[config.mk]
export PLATFORM = sky130hd
export DESIGN_NAME = dm_regs_top
export DESIGN_NICKNAME = d
export VERILOG_FILES = /design/src/verilog/dm_pkg.sv /design/src/verilog/dm_regs_top.sv /design/src/verilog/dm_resp_queue.sv /design/src/verilog/dm_abstract_cmd.sv /design/src/verilog/dm_hart_ctrl.sv
export VERILOG_INCLUDE_DIRS = /design/src /design/src/verilog
export SDC_FILE = /design/constraint.sdc
export NUM_CORES = 1
export LEC_CHECK = 0
export BUFFER_PORTS_ARGS = -buffer_cell sky130_fd_sc_hd__buf_4
export CORE_UTILIZATION = 50
export CTS_BUF_LIST = sky130_fd_sc_hd__clkbuf_4 sky130_fd_sc_hd__clkbuf_8
export CTS_CLUSTER_SIZE = 8
export DETAILED_ROUTE_END_ITERATION = 16
export GPL_TIMING_DRIVEN = 0
export PLACE_DENSITY_LB_ADDON = 0.3
export SLEW_MARGIN = 20
export SYNTH_ARGS = -nofsm -noshare
export SYNTH_HDL_FRONTEND = slang
export SYNTH_SLANG_ARGS = --single-unit
[constraint.sdc]
create_clock -name clk_i -period 5.16 [get_ports clk_i]
set_clock_uncertainty 0.2 [all_clocks]
set_input_delay 1.032 -clock clk_i [delete_from_list [all_inputs] [get_ports clk_i]]
set_output_delay 1.032 -clock clk_i [all_outputs]
set_load 0.1 [all_outputs]
[src/verilog/dm_settings.svh]
`ifndef DM_SETTINGS_SVH
`define DM_SETTINGS_SVH

`define DM_DATA_COUNT        2
`define DM_PROGBUF_SIZE      8
`define DM_ADDR_W            7
`define DM_WORD_W            32
`define DM_DATACOUNT_W       4  // abstractcs.datacount
`define DM_PROGBUFSIZE_W     5  // abstractcs.progbufsize
`define DM_CMDERR_W          3

// dmi register map
`define DM_ADDR_DATA0        7'h04
`define DM_ADDR_DMCONTROL    7'h10
`define DM_ADDR_DMSTATUS     7'h11
`define DM_ADDR_ABSTRACTCS   7'h16
`define DM_ADDR_COMMAND      7'h17
`define DM_ADDR_ABSTRACTAUTO 7'h18
`define DM_ADDR_PROGBUF0     7'h20
`define DM_ADDR_HALTSUM0     7'h40

`define DM_OP_NOP            2'h0
`define DM_OP_READ           2'h1
`define DM_OP_WRITE          2'h2
`define DM_RESP_SUCCESS      2'h0
`define DM_RESP_BUSY         2'h3
`define DM_CMDERR_NONE       3'h0
`define DM_CMDERR_BUSY       3'h1

`endif
[src/verilog/dm_pkg.sv]
`include "dm_settings.svh"

package dm_pkg;

  // host request, addr in the top bits
  typedef struct packed {
    logic [`DM_ADDR_W-1:0] addr;
    logic [`DM_WORD_W-1:0] data;
    logic [1:0]            op;
  } dmi_req_t;

  typedef struct packed {
    logic [`DM_WORD_W-1:0] data;
    logic [1:0]            resp;
  } dmi_resp_t;

  // what one register group has to say about the current request
  typedef struct packed {
    logic                  hit;
    logic                  busy;
    logic [`DM_WORD_W-1:0] rdata;
  } csr_rsp_t;

  typedef struct packed {
    logic       haltreq;
    logic       resumereq;
    logic       hartreset;
    logic       ackhavereset;
    logic       zero1;
    logic       hasel;
    logic [9:0] hartsello;
    logic [9:0] hartselhi;
    logic [3:0] zero0;      // no resethaltreq support
    logic       ndmreset;
    logic       dmactive;
  } dmcontrol_t;

  typedef struct packed {
    logic [2:0]                    zero3;
    logic [`DM_PROGBUFSIZE_W-1:0]  progbufsize;
    logic [10:0]                   zero2;
    logic                          busy;
    logic                          zero1;
    logic [`DM_CMDERR_W-1:0]       cmderr;
    logic [3:0]                    zero0;
    logic [`DM_DATACOUNT_W-1:0]    datacount;
  } abstractcs_t;

  // one dmi data word, meaning depends on the address
  typedef union packed {
    dmcontrol_t            dmcontrol;
    abstractcs_t           abstractcs;
    logic [`DM_WORD_W-1:0] raw;
  } csr_word_u;

endpackage

[src/verilog/dm_regs_top.sv]
`timescale 1ns/1ns
`include "dm_settings.svh"

module dm_regs_top (
  input  logic                                        clk_i,
  input  logic                                        rst_ni,
  input  logic                                        dmi_rst_ni,
  input  logic                                        dmi_req_valid_i,
  output logic                                        dmi_req_ready_o,
  input  dm_pkg::dmi_req_t                            dmi_req_i,
  output logic                                        dmi_resp_valid_o,
  input  logic                                        dmi_resp_ready_i,
  output dm_pkg::dmi_resp_t                           dmi_resp_o,
  output logic                                        ndmreset_o,
  output logic                                        dmactive_o,
  input  logic                                        halted_i,
  input  logic                                        unavailable_i,
  input  logic                                        resumeack_i,
  output logic [19:0]                                 hartsel_o,
  output logic                                        haltreq_o,
  output logic                                        resumereq_o,
  output logic                                        clear_resumeack_o,
  output logic                                        cmd_valid_o,
  output logic [`DM_WORD_W-1:0]                       cmd_o,
  input  logic                                        cmderror_valid_i,
  input  logic [`DM_CMDERR_W-1:0]                     cmderror_i,
  input  logic                                        cmdbusy_i,
  output logic [`DM_PROGBUF_SIZE-1:0][`DM_WORD_W-1:0] progbuf_o,
  output logic [`DM_DATA_COUNT-1:0][`DM_WORD_W-1:0]   data_o,
  input  logic [`DM_DATA_COUNT-1:0][`DM_WORD_W-1:0]   data_i,
  input  logic                                        data_valid_i
);

  logic             req_accept;  // request taken this cycle
  dm_pkg::csr_rsp_t hart_rsp, abs_rsp;

  dm_hart_ctrl u_hart_ctrl (
    .clk_i, .rst_ni, .req_accept_i(req_accept), .req_i(dmi_req_i),
    .halted_i, .unavailable_i, .resumeack_i, .rsp_o(hart_rsp),
    .dmactive_o, .ndmreset_o, .hartsel_o, .haltreq_o, .resumereq_o, .clear_resumeack_o
  );

  dm_abstract_cmd u_abstract_cmd (
    .clk_i, .rst_ni, .req_accept_i(req_accept), .req_i(dmi_req_i),
    .dmactive_i(dmactive_o), .cmdbusy_i, .cmderror_valid_i, .cmderror_i,
    .data_valid_i, .data_i, .rsp_o(abs_rsp), .cmd_valid_o, .cmd_o, .data_o, .progbuf_o
  );

  dm_resp_queue u_resp_queue (
    .clk_i, .rst_ni, .dmi_rst_ni, .req_valid_i(dmi_req_valid_i),
    .req_ready_o(dmi_req_ready_o), .req_accept_o(req_accept),
    .hart_rsp_i(hart_rsp), .abs_rsp_i(abs_rsp), .resp_valid_o(dmi_resp_valid_o),
    .resp_ready_i(dmi_resp_ready_i), .resp_o(dmi_resp_o)
  );

endmodule

[src/verilog/dm_resp_queue.sv]
`timescale 1ns/1ns
`include "dm_settings.svh"

module dm_resp_queue (
  input  logic              clk_i,
  input  logic              rst_ni,
  input  logic              dmi_rst_ni,
  input  logic              req_valid_i,
  output logic              req_ready_o,
  output logic              req_accept_o,
  input  dm_pkg::csr_rsp_t  hart_rsp_i,
  input  dm_pkg::csr_rsp_t  abs_rsp_i,
  output logic              resp_valid_o,
  input  logic              resp_ready_i,
  output dm_pkg::dmi_resp_t resp_o
);

  dm_pkg::dmi_resp_t mem [2];
  dm_pkg::dmi_resp_t merged;
  logic              wr_ptr, rd_ptr;
  logic [1:0]        count;  // 0..2 entries
  logic              push, pop;

  assign req_ready_o  = (count != 2'd2);
  assign req_accept_o = req_valid_i && req_ready_o;
  assign push         = req_accept_o;
  assign resp_valid_o = (count != 2'd0);
  assign pop          = resp_valid_o && resp_ready_i;
  assign resp_o       = mem[rd_ptr];

  // only one side claims a given address
  always_comb begin
    if (abs_rsp_i.busy)
      merged.resp = `DM_RESP_BUSY;
    else
      merged.resp = `DM_RESP_SUCCESS;
    if (hart_rsp_i.hit)
      merged.data = hart_rsp_i.rdata;
    else if (abs_rsp_i.hit)
      merged.data = abs_rsp_i.rdata;
    else
      merged.data = '0;  // unmapped address
  end

  always_ff @(posedge clk_i or negedge rst_ni) begin
    if (!rst_ni) begin
      wr_ptr <= 1'b0;
      rd_ptr <= 1'b0;
      count  <= 2'd0;
    end else if (!dmi_rst_ni) begin
      wr_ptr <= 1'b0;  // host side flush
      rd_ptr <= 1'b0;
      count  <= 2'd0;
    end else begin
      if (push)
        wr_ptr <= ~wr_ptr;
      if (pop)
        rd_ptr <= ~rd_ptr;
      count <= count + {1'b0, push} - {1'b0, pop};
    end
  end

  always_ff @(posedge clk_i) begin
    if (push)
      mem[wr_ptr] <= merged;
  end

endmodule

[src/verilog/dm_abstract_cmd.sv]
`timescale 1ns/1ns
`include "dm_settings.svh"

module dm_abstract_cmd (
  input  logic                                        clk_i,
  input  logic                                        rst_ni,
  input  logic                                        req_accept_i,
  input  dm_pkg::dmi_req_t                            req_i,
  input  logic                                        dmactive_i,
  input  logic                                        cmdbusy_i,
  input  logic                                        cmderror_valid_i,
  input  logic [`DM_CMDERR_W-1:0]                     cmderror_i,
  input  logic                                        data_valid_i,
  input  logic [`DM_DATA_COUNT-1:0][`DM_WORD_W-1:0]   data_i,
  output dm_pkg::csr_rsp_t                            rsp_o,
  output logic                                        cmd_valid_o,
  output logic [`DM_WORD_W-1:0]                       cmd_o,
  output logic [`DM_DATA_COUNT-1:0][`DM_WORD_W-1:0]   data_o,
  output logic [`DM_PROGBUF_SIZE-1:0][`DM_WORD_W-1:0] progbuf_o
);

  localparam int data_idx_w = $clog2(`DM_DATA_COUNT);
  localparam int pbuf_idx_w = $clog2(`DM_PROGBUF_SIZE);
  localparam int dcnt_w     = `DM_DATACOUNT_W;
  localparam int pbsz_w     = `DM_PROGBUFSIZE_W;

  logic [`DM_DATA_COUNT-1:0][`DM_WORD_W-1:0]   data_q, data_d;
  logic [`DM_PROGBUF_SIZE-1:0][`DM_WORD_W-1:0] progbuf_q, progbuf_d;
  logic [`DM_WORD_W-1:0]       command_q, command_d;
  logic [`DM_CMDERR_W-1:0]     cmderr_q, cmderr_d;
  logic [`DM_DATA_COUNT-1:0]   autoexecdata_q, autoexecdata_d;
  logic [`DM_PROGBUF_SIZE-1:0] autoexecprogbuf_q, autoexecprogbuf_d;
  logic                        cmd_valid_q, cmd_valid_d;
  dm_pkg::csr_word_u           wdata, abscs;
  logic [`DM_WORD_W-1:0]       auto_word;
  logic [`DM_ADDR_W-1:0]       data_off, pbuf_off;
  logic [data_idx_w-1:0]       data_idx;
  logic [pbuf_idx_w-1:0]       pbuf_idx;
  logic                        rd, wr, busy_acc;
  logic                        is_data, is_pbuf, is_abscs, is_cmd, is_auto;

  assign wdata    = req_i.data;
  assign rd       = req_accept_i && dmactive_i && (req_i.op == `DM_OP_READ);
  assign wr       = req_accept_i && dmactive_i && (req_i.op == `DM_OP_WRITE);
  assign data_off = req_i.addr - `DM_ADDR_DATA0;
  assign pbuf_off = req_i.addr - `DM_ADDR_PROGBUF0;
  assign data_idx = data_off[data_idx_w-1:0];
  assign pbuf_idx = pbuf_off[pbuf_idx_w-1:0];
  assign is_data  = (req_i.addr >= `DM_ADDR_DATA0) && (int'(data_off) < `DM_DATA_COUNT);
  assign is_pbuf  = (req_i.addr >= `DM_ADDR_PROGBUF0) &&
                    (int'(pbuf_off) < `DM_PROGBUF_SIZE);
  assign is_abscs = (req_i.addr == `DM_ADDR_ABSTRACTCS);
  assign is_cmd   = (req_i.addr == `DM_ADDR_COMMAND);
  assign is_auto  = (req_i.addr == `DM_ADDR_ABSTRACTAUTO);

  // accesses refused while the hart runs a command
  assign busy_acc = cmdbusy_i &&
                    ((wr && (is_cmd || is_auto || is_data || is_pbuf || is_abscs)) ||
                     (rd && (is_data || is_pbuf)));

  always_comb begin
    data_d            = data_q;
    progbuf_d         = progbuf_q;
    command_d         = command_q;
    cmderr_d          = cmderr_q;
    autoexecdata_d    = autoexecdata_q;
    autoexecprogbuf_d = autoexecprogbuf_q;
    cmd_valid_d       = 1'b0;
    if (busy_acc) begin
      if (cmderr_q == `DM_CMDERR_NONE)
        cmderr_d = `DM_CMDERR_BUSY;  // keep the first error
    end else if (is_data && (rd || wr)) begin
      cmd_valid_d = autoexecdata_q[data_idx];
      if (wr)
        data_d[data_idx] = wdata.raw;
    end else if (is_pbuf && (rd || wr)) begin
      cmd_valid_d = autoexecprogbuf_q[pbuf_idx];
      if (wr)
        progbuf_d[pbuf_idx] = wdata.raw;
    end else if (wr && is_cmd) begin
      command_d   = wdata.raw;
      cmd_valid_d = 1'b1;
    end else if (wr && is_auto) begin
      autoexecdata_d    = wdata.raw[`DM_DATA_COUNT-1:0];
      autoexecprogbuf_d = wdata.raw[16 +: `DM_PROGBUF_SIZE];
    end else if (wr && is_abscs) begin
      cmderr_d = cmderr_q & ~wdata.abstractcs.cmderr;  // w1c
    end
    if (cmderror_valid_i)
      cmderr_d = cmderror_i;
    if (data_valid_i)
      data_d = data_i;  // hart writes back data0..n
    if (!dmactive_i) begin
      data_d            = '0;
      progbuf_d         = '0;
      command_d         = '0;
      cmderr_d          = `DM_CMDERR_NONE;
      autoexecdata_d    = '0;
      autoexecprogbuf_d = '0;
      cmd_valid_d       = 1'b0;
    end
  end

  always_comb begin
    abscs                        = '0;
    abscs.abstractcs.datacount   = dcnt_w'(`DM_DATA_COUNT);
    abscs.abstractcs.progbufsize = pbsz_w'(`DM_PROGBUF_SIZE);
    abscs.abstractcs.busy        = cmdbusy_i;
    abscs.abstractcs.cmderr      = cmderr_q;
    auto_word                            = '0;
    auto_word[`DM_DATA_COUNT-1:0]        = autoexecdata_q;
    auto_word[16 +: `DM_PROGBUF_SIZE]    = autoexecprogbuf_q;
  end

  always_comb begin
    rsp_o      = '0;
    rsp_o.busy = busy_acc;
    if (rd) begin
      rsp_o.hit = is_data || is_pbuf || is_abscs || is_cmd || is_auto;
      if (is_data)
        rsp_o.rdata = data_q[data_idx];
      else if (is_pbuf)
        rsp_o.rdata = progbuf_q[pbuf_idx];
      else if (is_abscs)
        rsp_o.rdata = abscs.raw;
      else if (is_auto)
        rsp_o.rdata = auto_word;  // command itself reads as zero
    end
  end

  always_ff @(posedge clk_i or negedge rst_ni) begin
    if (!rst_ni) begin
      cmderr_q          <= `DM_CMDERR_NONE;
      cmd_valid_q       <= 1'b0;
      autoexecdata_q    <= '0;
      autoexecprogbuf_q <= '0;
    end else begin
      cmderr_q          <= cmderr_d;
      cmd_valid_q       <= cmd_valid_d;
      autoexecdata_q    <= autoexecdata_d;
      autoexecprogbuf_q <= autoexecprogbuf_d;
    end
  end

  always_ff @(posedge clk_i) begin
    data_q    <= data_d;
    progbuf_q <= progbuf_d;
    command_q <= command_d;
  end

  assign cmd_valid_o = cmd_valid_q;
  assign cmd_o       = command_q;
  assign data_o      = data_q;
  assign progbuf_o   = progbuf_q;

endmodule

[src/verilog/dm_hart_ctrl.sv]
`timescale 1ns/1ns
`include "dm_settings.svh"

module dm_hart_ctrl (
  input  logic               clk_i,
  input  logic               rst_ni,
  input  logic               req_accept_i,
  input  dm_pkg::dmi_req_t   req_i,
  input  logic               halted_i,
  input  logic               unavailable_i,
  input  logic               resumeack_i,
  output dm_pkg::csr_rsp_t   rsp_o,
  output logic               dmactive_o,
  output logic               ndmreset_o,
  output logic [19:0]        hartsel_o,
  output logic               haltreq_o,
  output logic               resumereq_o,
  output logic               clear_resumeack_o
);

  dm_pkg::dmcontrol_t    dmcontrol_q, dmcontrol_d;
  dm_pkg::csr_word_u     wdata;
  logic                  havereset_q, havereset_d;
  logic                  rd, wr_dmcontrol;
  logic [`DM_WORD_W-1:0] dmstatus;

  assign wdata        = req_i.data;
  assign rd           = req_accept_i && (req_i.op == `DM_OP_READ);
  assign wr_dmcontrol = req_accept_i && (req_i.op == `DM_OP_WRITE) &&
                        (req_i.addr == `DM_ADDR_DMCONTROL);

  always_comb begin
    dmcontrol_d = dmcontrol_q;
    if (wr_dmcontrol) begin
      dmcontrol_d              = wdata.dmcontrol;
      dmcontrol_d.hartreset    = 1'b0;
      dmcontrol_d.ackhavereset = 1'b0;  // write-only strobe
      dmcontrol_d.hasel        = 1'b0;  // single hart
      dmcontrol_d.zero1        = 1'b0;
      dmcontrol_d.zero0        = '0;
    end
    if (dmcontrol_q.resumereq && resumeack_i)
      dmcontrol_d.resumereq = 1'b0;  // hart took the resume
    // inactive module: only dmactive is writable
    if (!dmcontrol_q.dmactive) begin
      dmcontrol_d          = '0;
      dmcontrol_d.dmactive = wr_dmcontrol && wdata.dmcontrol.dmactive;
    end
  end

  always_comb begin
    havereset_d = havereset_q;
    if (wr_dmcontrol && wdata.dmcontrol.ackhavereset)
      havereset_d = 1'b0;
    if (ndmreset_o)
      havereset_d = 1'b1;  // set wins over ack
  end

  assign clear_resumeack_o = !dmcontrol_q.resumereq && dmcontrol_d.resumereq;
  assign hartsel_o   = {dmcontrol_q.hartselhi, dmcontrol_q.hartsello};
  assign haltreq_o   = dmcontrol_q.haltreq && (hartsel_o == '0);
  assign resumereq_o = dmcontrol_q.resumereq && (hartsel_o == '0);
  assign dmactive_o  = dmcontrol_q.dmactive;
  assign ndmreset_o  = dmcontrol_q.ndmreset;

  always_comb begin
    dmstatus        = '0;
    dmstatus[3:0]   = 4'd2;                                 // spec 0.13
    dmstatus[7]     = 1'b1;                                 // authenticated
    dmstatus[9:8]   = {2{halted_i & ~unavailable_i}};
    dmstatus[11:10] = {2{~halted_i & ~unavailable_i}};
    dmstatus[13:12] = {2{unavailable_i}};
    dmstatus[15:14] = {2{hartsel_o != '0}};                 // only hart 0 exists
    dmstatus[17:16] = {2{resumeack_i}};
    dmstatus[19:18] = {2{havereset_q}};
  end

  always_comb begin
    rsp_o = '0;
    if (rd) begin
      if (req_i.addr == `DM_ADDR_DMCONTROL) begin
        rsp_o.hit   = 1'b1;
        rsp_o.rdata = dmcontrol_q;
      end else if (req_i.addr == `DM_ADDR_DMSTATUS) begin
        rsp_o.hit   = 1'b1;
        rsp_o.rdata = dmstatus;
      end else if (req_i.addr == `DM_ADDR_HALTSUM0) begin
        rsp_o.hit   = 1'b1;
        rsp_o.rdata = {{(`DM_WORD_W-1){1'b0}}, halted_i};
      end
    end
  end

  always_ff @(posedge clk_i or negedge rst_ni) begin
    if (!rst_ni) begin
      dmcontrol_q <= '0;
      havereset_q <= 1'b1;
    end else begin
      dmcontrol_q <= dmcontrol_d;
      havereset_q <= havereset_d;
    end
  end

endmodule

==> impl_metrics.csv <==
group,metric,value,unit
final_layout,drive_gt1_share,34.90,%
synthesis,synth.distinct_cells,61,
synthesis,syn_area,20800,sq um
sta,slew_viol_final,0,
route,vias_per_cell,6.197,
clock_network,h-tree-depth,3,
global_route,track_usage,42.15,%
placement,dpl.hpwl,69870,um
synthesis,seq_area_frac_synth,48.59,%
global_route,grt_pass1_wl,128700,um
clock_network,root_buffer,"clkbuf_8",
floorplan,die_h,206.0,um
sta,slew_headroom,38.72,%
critical_path,path_cells,"buf_4 > clkinvlp_4 > buf_4 > buf_6 > ha_1 > nor2b_1 > nand3_4 > or3_4 > nor3_4 > buf_6",
sta,worst_slew_pin_slew,907.2,ps
sta,finalHoldViolations,0,
run_status,status,"finished clean",
critical_path,rr_worst_depth,6,
sta,setup_viol,0,
final_layout,fin_util,66.32,%
critical_path,crit_fanout,15,
critical_path,regToRegSetupSlack,1880,ps
synthesis,synth_edf_count,66,
route,drcViolationCount,0,
power,ir_worst_vdd,0.5628,mV
synthesis,yosys_register_bits,461,
clock_network,cts_buffers,77,
sta,min_period_over_period,95.14,%
synthesis,syn_nets,2187,
critical_path,crit_slowest_cell,"or3_4",
global_route,grt_max_degree,44,
critical_path,cp-start-kind,"input port",
floorplan,fp.dieArea,42420,sq um
placement,routabilityCongestion,0.9970,
floorplan,chipWidth,206.0,um
clock_network,clk_latency,660,ps
final_layout,final_cell_mix,"buf_4 (556), dfxtp_1 (352), nand2_1 (272)",
hold_path,hold_path.class,"in2async",
clock_network,ctsLongestPathBuffers,3,
synthesis,synthCells,2062,
critical_path,end_kind,"output pin",
clock_network,clk_pin_slew,60,ps
placement,port_buffers,531,
final_layout,layout.cells.non_filler,3263,
run,cap_viol_max_count,0,
power,power.total,14870,uW
route,drt-initial-drc-count,2297,
sta,fin_tns_setup,0,ps
final_layout,area_growth_syn_to_layout,30.49,%
global_route,antenna_found_initial,5,
clock_network,cts.sinks,461,
final_layout,final_common_cell,"buf_4",
critical_path,critPathKind,"in2out",
sta,period_minus_slack,4909,ps
critical_path,max_stage_delay,500,ps
floorplan,ios,533,
critical_path,r2r-start,"u_hart_ctrl.dmactive_o",
critical_path,timing.rr.end,"u_resp_queue.mem[1][29]",
synthesis,synth-async-reset-ratio,9.328,%
global_route,first_global_vias,19480,
floorplan,fp-row-count,74,
power,p_leak,0.01265,uW
sta,rsz0062_at_grt,"false",
clock_network,cts_setup_buffers,0,
synthesis,yosys_warnings,0,
route,firstDrtPassIters,5,
synthesis,ys.flop_type,"dfxtp_1",
global_route,overflow,0,
route,antenna_left,0,
route,routed_wl,91610,um
floorplan,coreArea,40920,sq um
final_layout,nets,2796,
clock_network,cts_tree,"built",
route,wl_per_cell,28.08,um
critical_path,crit_arrival,3680,ps
synthesis,syn_area_per_cell,10.09,sq um
floorplan,start_util,50.83,%
final_layout,n_fill_cell,3373,
sta,clock.fmax,203.7,MHz
power,power-per-cell-area,547.9,nW/um^2
placement,placed_cells,3127,
route,vias,20220,
critical_path,required,3930,ps
[stage by stage]
stage / hold slack, ps / setup WS, ps / cell area [sq um]
after floorplan: 300.5 / 29.60 / 20820
after global placement: 258.9 / -679.8 / 25470
after detailed placement: 268.1 / -782.5 / 25530
after CTS: 189.1 / 9.779 / 27130
after global routing: 233.4 / 156.4 / 27140
final: 198.0 / 251.0 / 27140
[final cells by class]
class	count	area [sq um]	area share [%]
sequential	461	10110	37.23
multi-input combinational	1391	9781	36.04
timing repair buffer	533	4038	14.88
clock buffer	126	1521	5.606
buffer	197	920.9	3.393
tap	532	665.6	2.453
clock inverter	10	60.06	0.2213
inverter	10	41.29	0.1521
antenna	3	7.507	0.02766
[what timing repair did]
item,in CTS,in global routing
gates resized for setup,5,1
pin swaps,0,0
hold buffers,0,0
endpoints found under the setup margin,1,1
[worst max-delay path by stage]
stage,from,endpoint,slack [ps],cells after the start
after floorplan,dmi_req_i[36],clear_resumeack_o,30,11
after global placement,dmi_req_i[36],clear_resumeack_o,-680,13
after detailed placement,dmi_req_i[36],clear_resumeack_o,-780,13
after CTS,dmi_req_i[36],clear_resumeack_o,10,11
after global routing,dmi_req_i[36],clear_resumeack_o,160,10
final,dmi_req_i[36],clear_resumeack_o,250,10
[critical path: cells and delay by family]
| kind | cells | cell delay (ps) |
|---|---|---|
| adders and majority gates | 1 | 190 |
| buffers and inverters | 5 | 1140 |
| and+or+nand+nor | 4 | 1290 |
[layer usage]
layer / vias to the layer above / part of all wire, % / GRT usage, %
met5: - / 0.014 / 0
met4: 2 / 5.1 / 19.91
met3: 287 / 12 / 11.53
met2: 1427 / 46 / 67.40
met1: 9860 / 37 / 52.75
li1: 8646 / - / -
[cells in the mapped netlist, types with 4 or more instances]
library cell  number  area, sq um
a211oi_1          65        488.0
a21oi_1          107        535.5
a221o_1            9        90.09
a22o_1             6        52.55
a31o_2            94        823.3
and2_1             9        56.30
and3_1            83        519.3
buf_1              7        26.28
buf_2             44        220.2
buf_4             25        187.7
clkbuf_1         121        454.2
dfrtp_1           42         1051
dfxtp_1          352         7047
edfxtp_1          66         1982
ha_1               6        75.07
inv_1             10        37.54
mux2_2            33        371.6
mux2i_1          191         1912
mux4_2            66         1486
nand2_1          272         1021
nand2b_1           5        31.28
nand3_1           54        270.3
nand4_1            8        50.05
nor2_1           220        825.8
nor2b_1            6        37.54
nor3_1             5        25.02
nor3b_1            4        30.03
nor4_1             5        31.28
o21ai_0           29        145.1
o21ai_1           46        230.2
o221ai_1           4        35.03
o22a_1            17        148.9
xnor2_1            5        43.79
[sequential cells by signal (all words and copies together), names as in the netlist, 2 cells and up]
signal	flops
u_resp_queue.mem	66
u_abstract_cmd.data_o	64
u_abstract_cmd.cmd_o	32
u_hart_ctrl.hartsel_o	20
u_abstract_cmd.progbuf_o	256
u_resp_queue.count	2
u_abstract_cmd.autoexecprogbuf_q	8
u_hart_ctrl.dmcontrol_q	2
u_abstract_cmd.autoexecdata_q	2
u_abstract_cmd.cmderr_q	3
[where the power goes]
| group | switching, uW | total [uW] | internal, uW |
|---|---|---|---|
| clock network | 1510 | 3370 | 1860 |
| registers | 530 | 4760 | 4230 |
| logic | 5330 | 6740 | 1410 |
[logic make-up after synthesis]
logic type | count (synthesis) | share of synthesized area, %
xor+xnor | 6 | 0.2526
simple gates | 689 | 14.77
compound gates | 400 | 13.29
flops | 461 | 48.59
buf+inv | 210 | 4.614
mux | 290 | 18.12
fa+ha+maj | 6 | 0.3609
No activity file was read; power rests on OpenSTA's default activity.
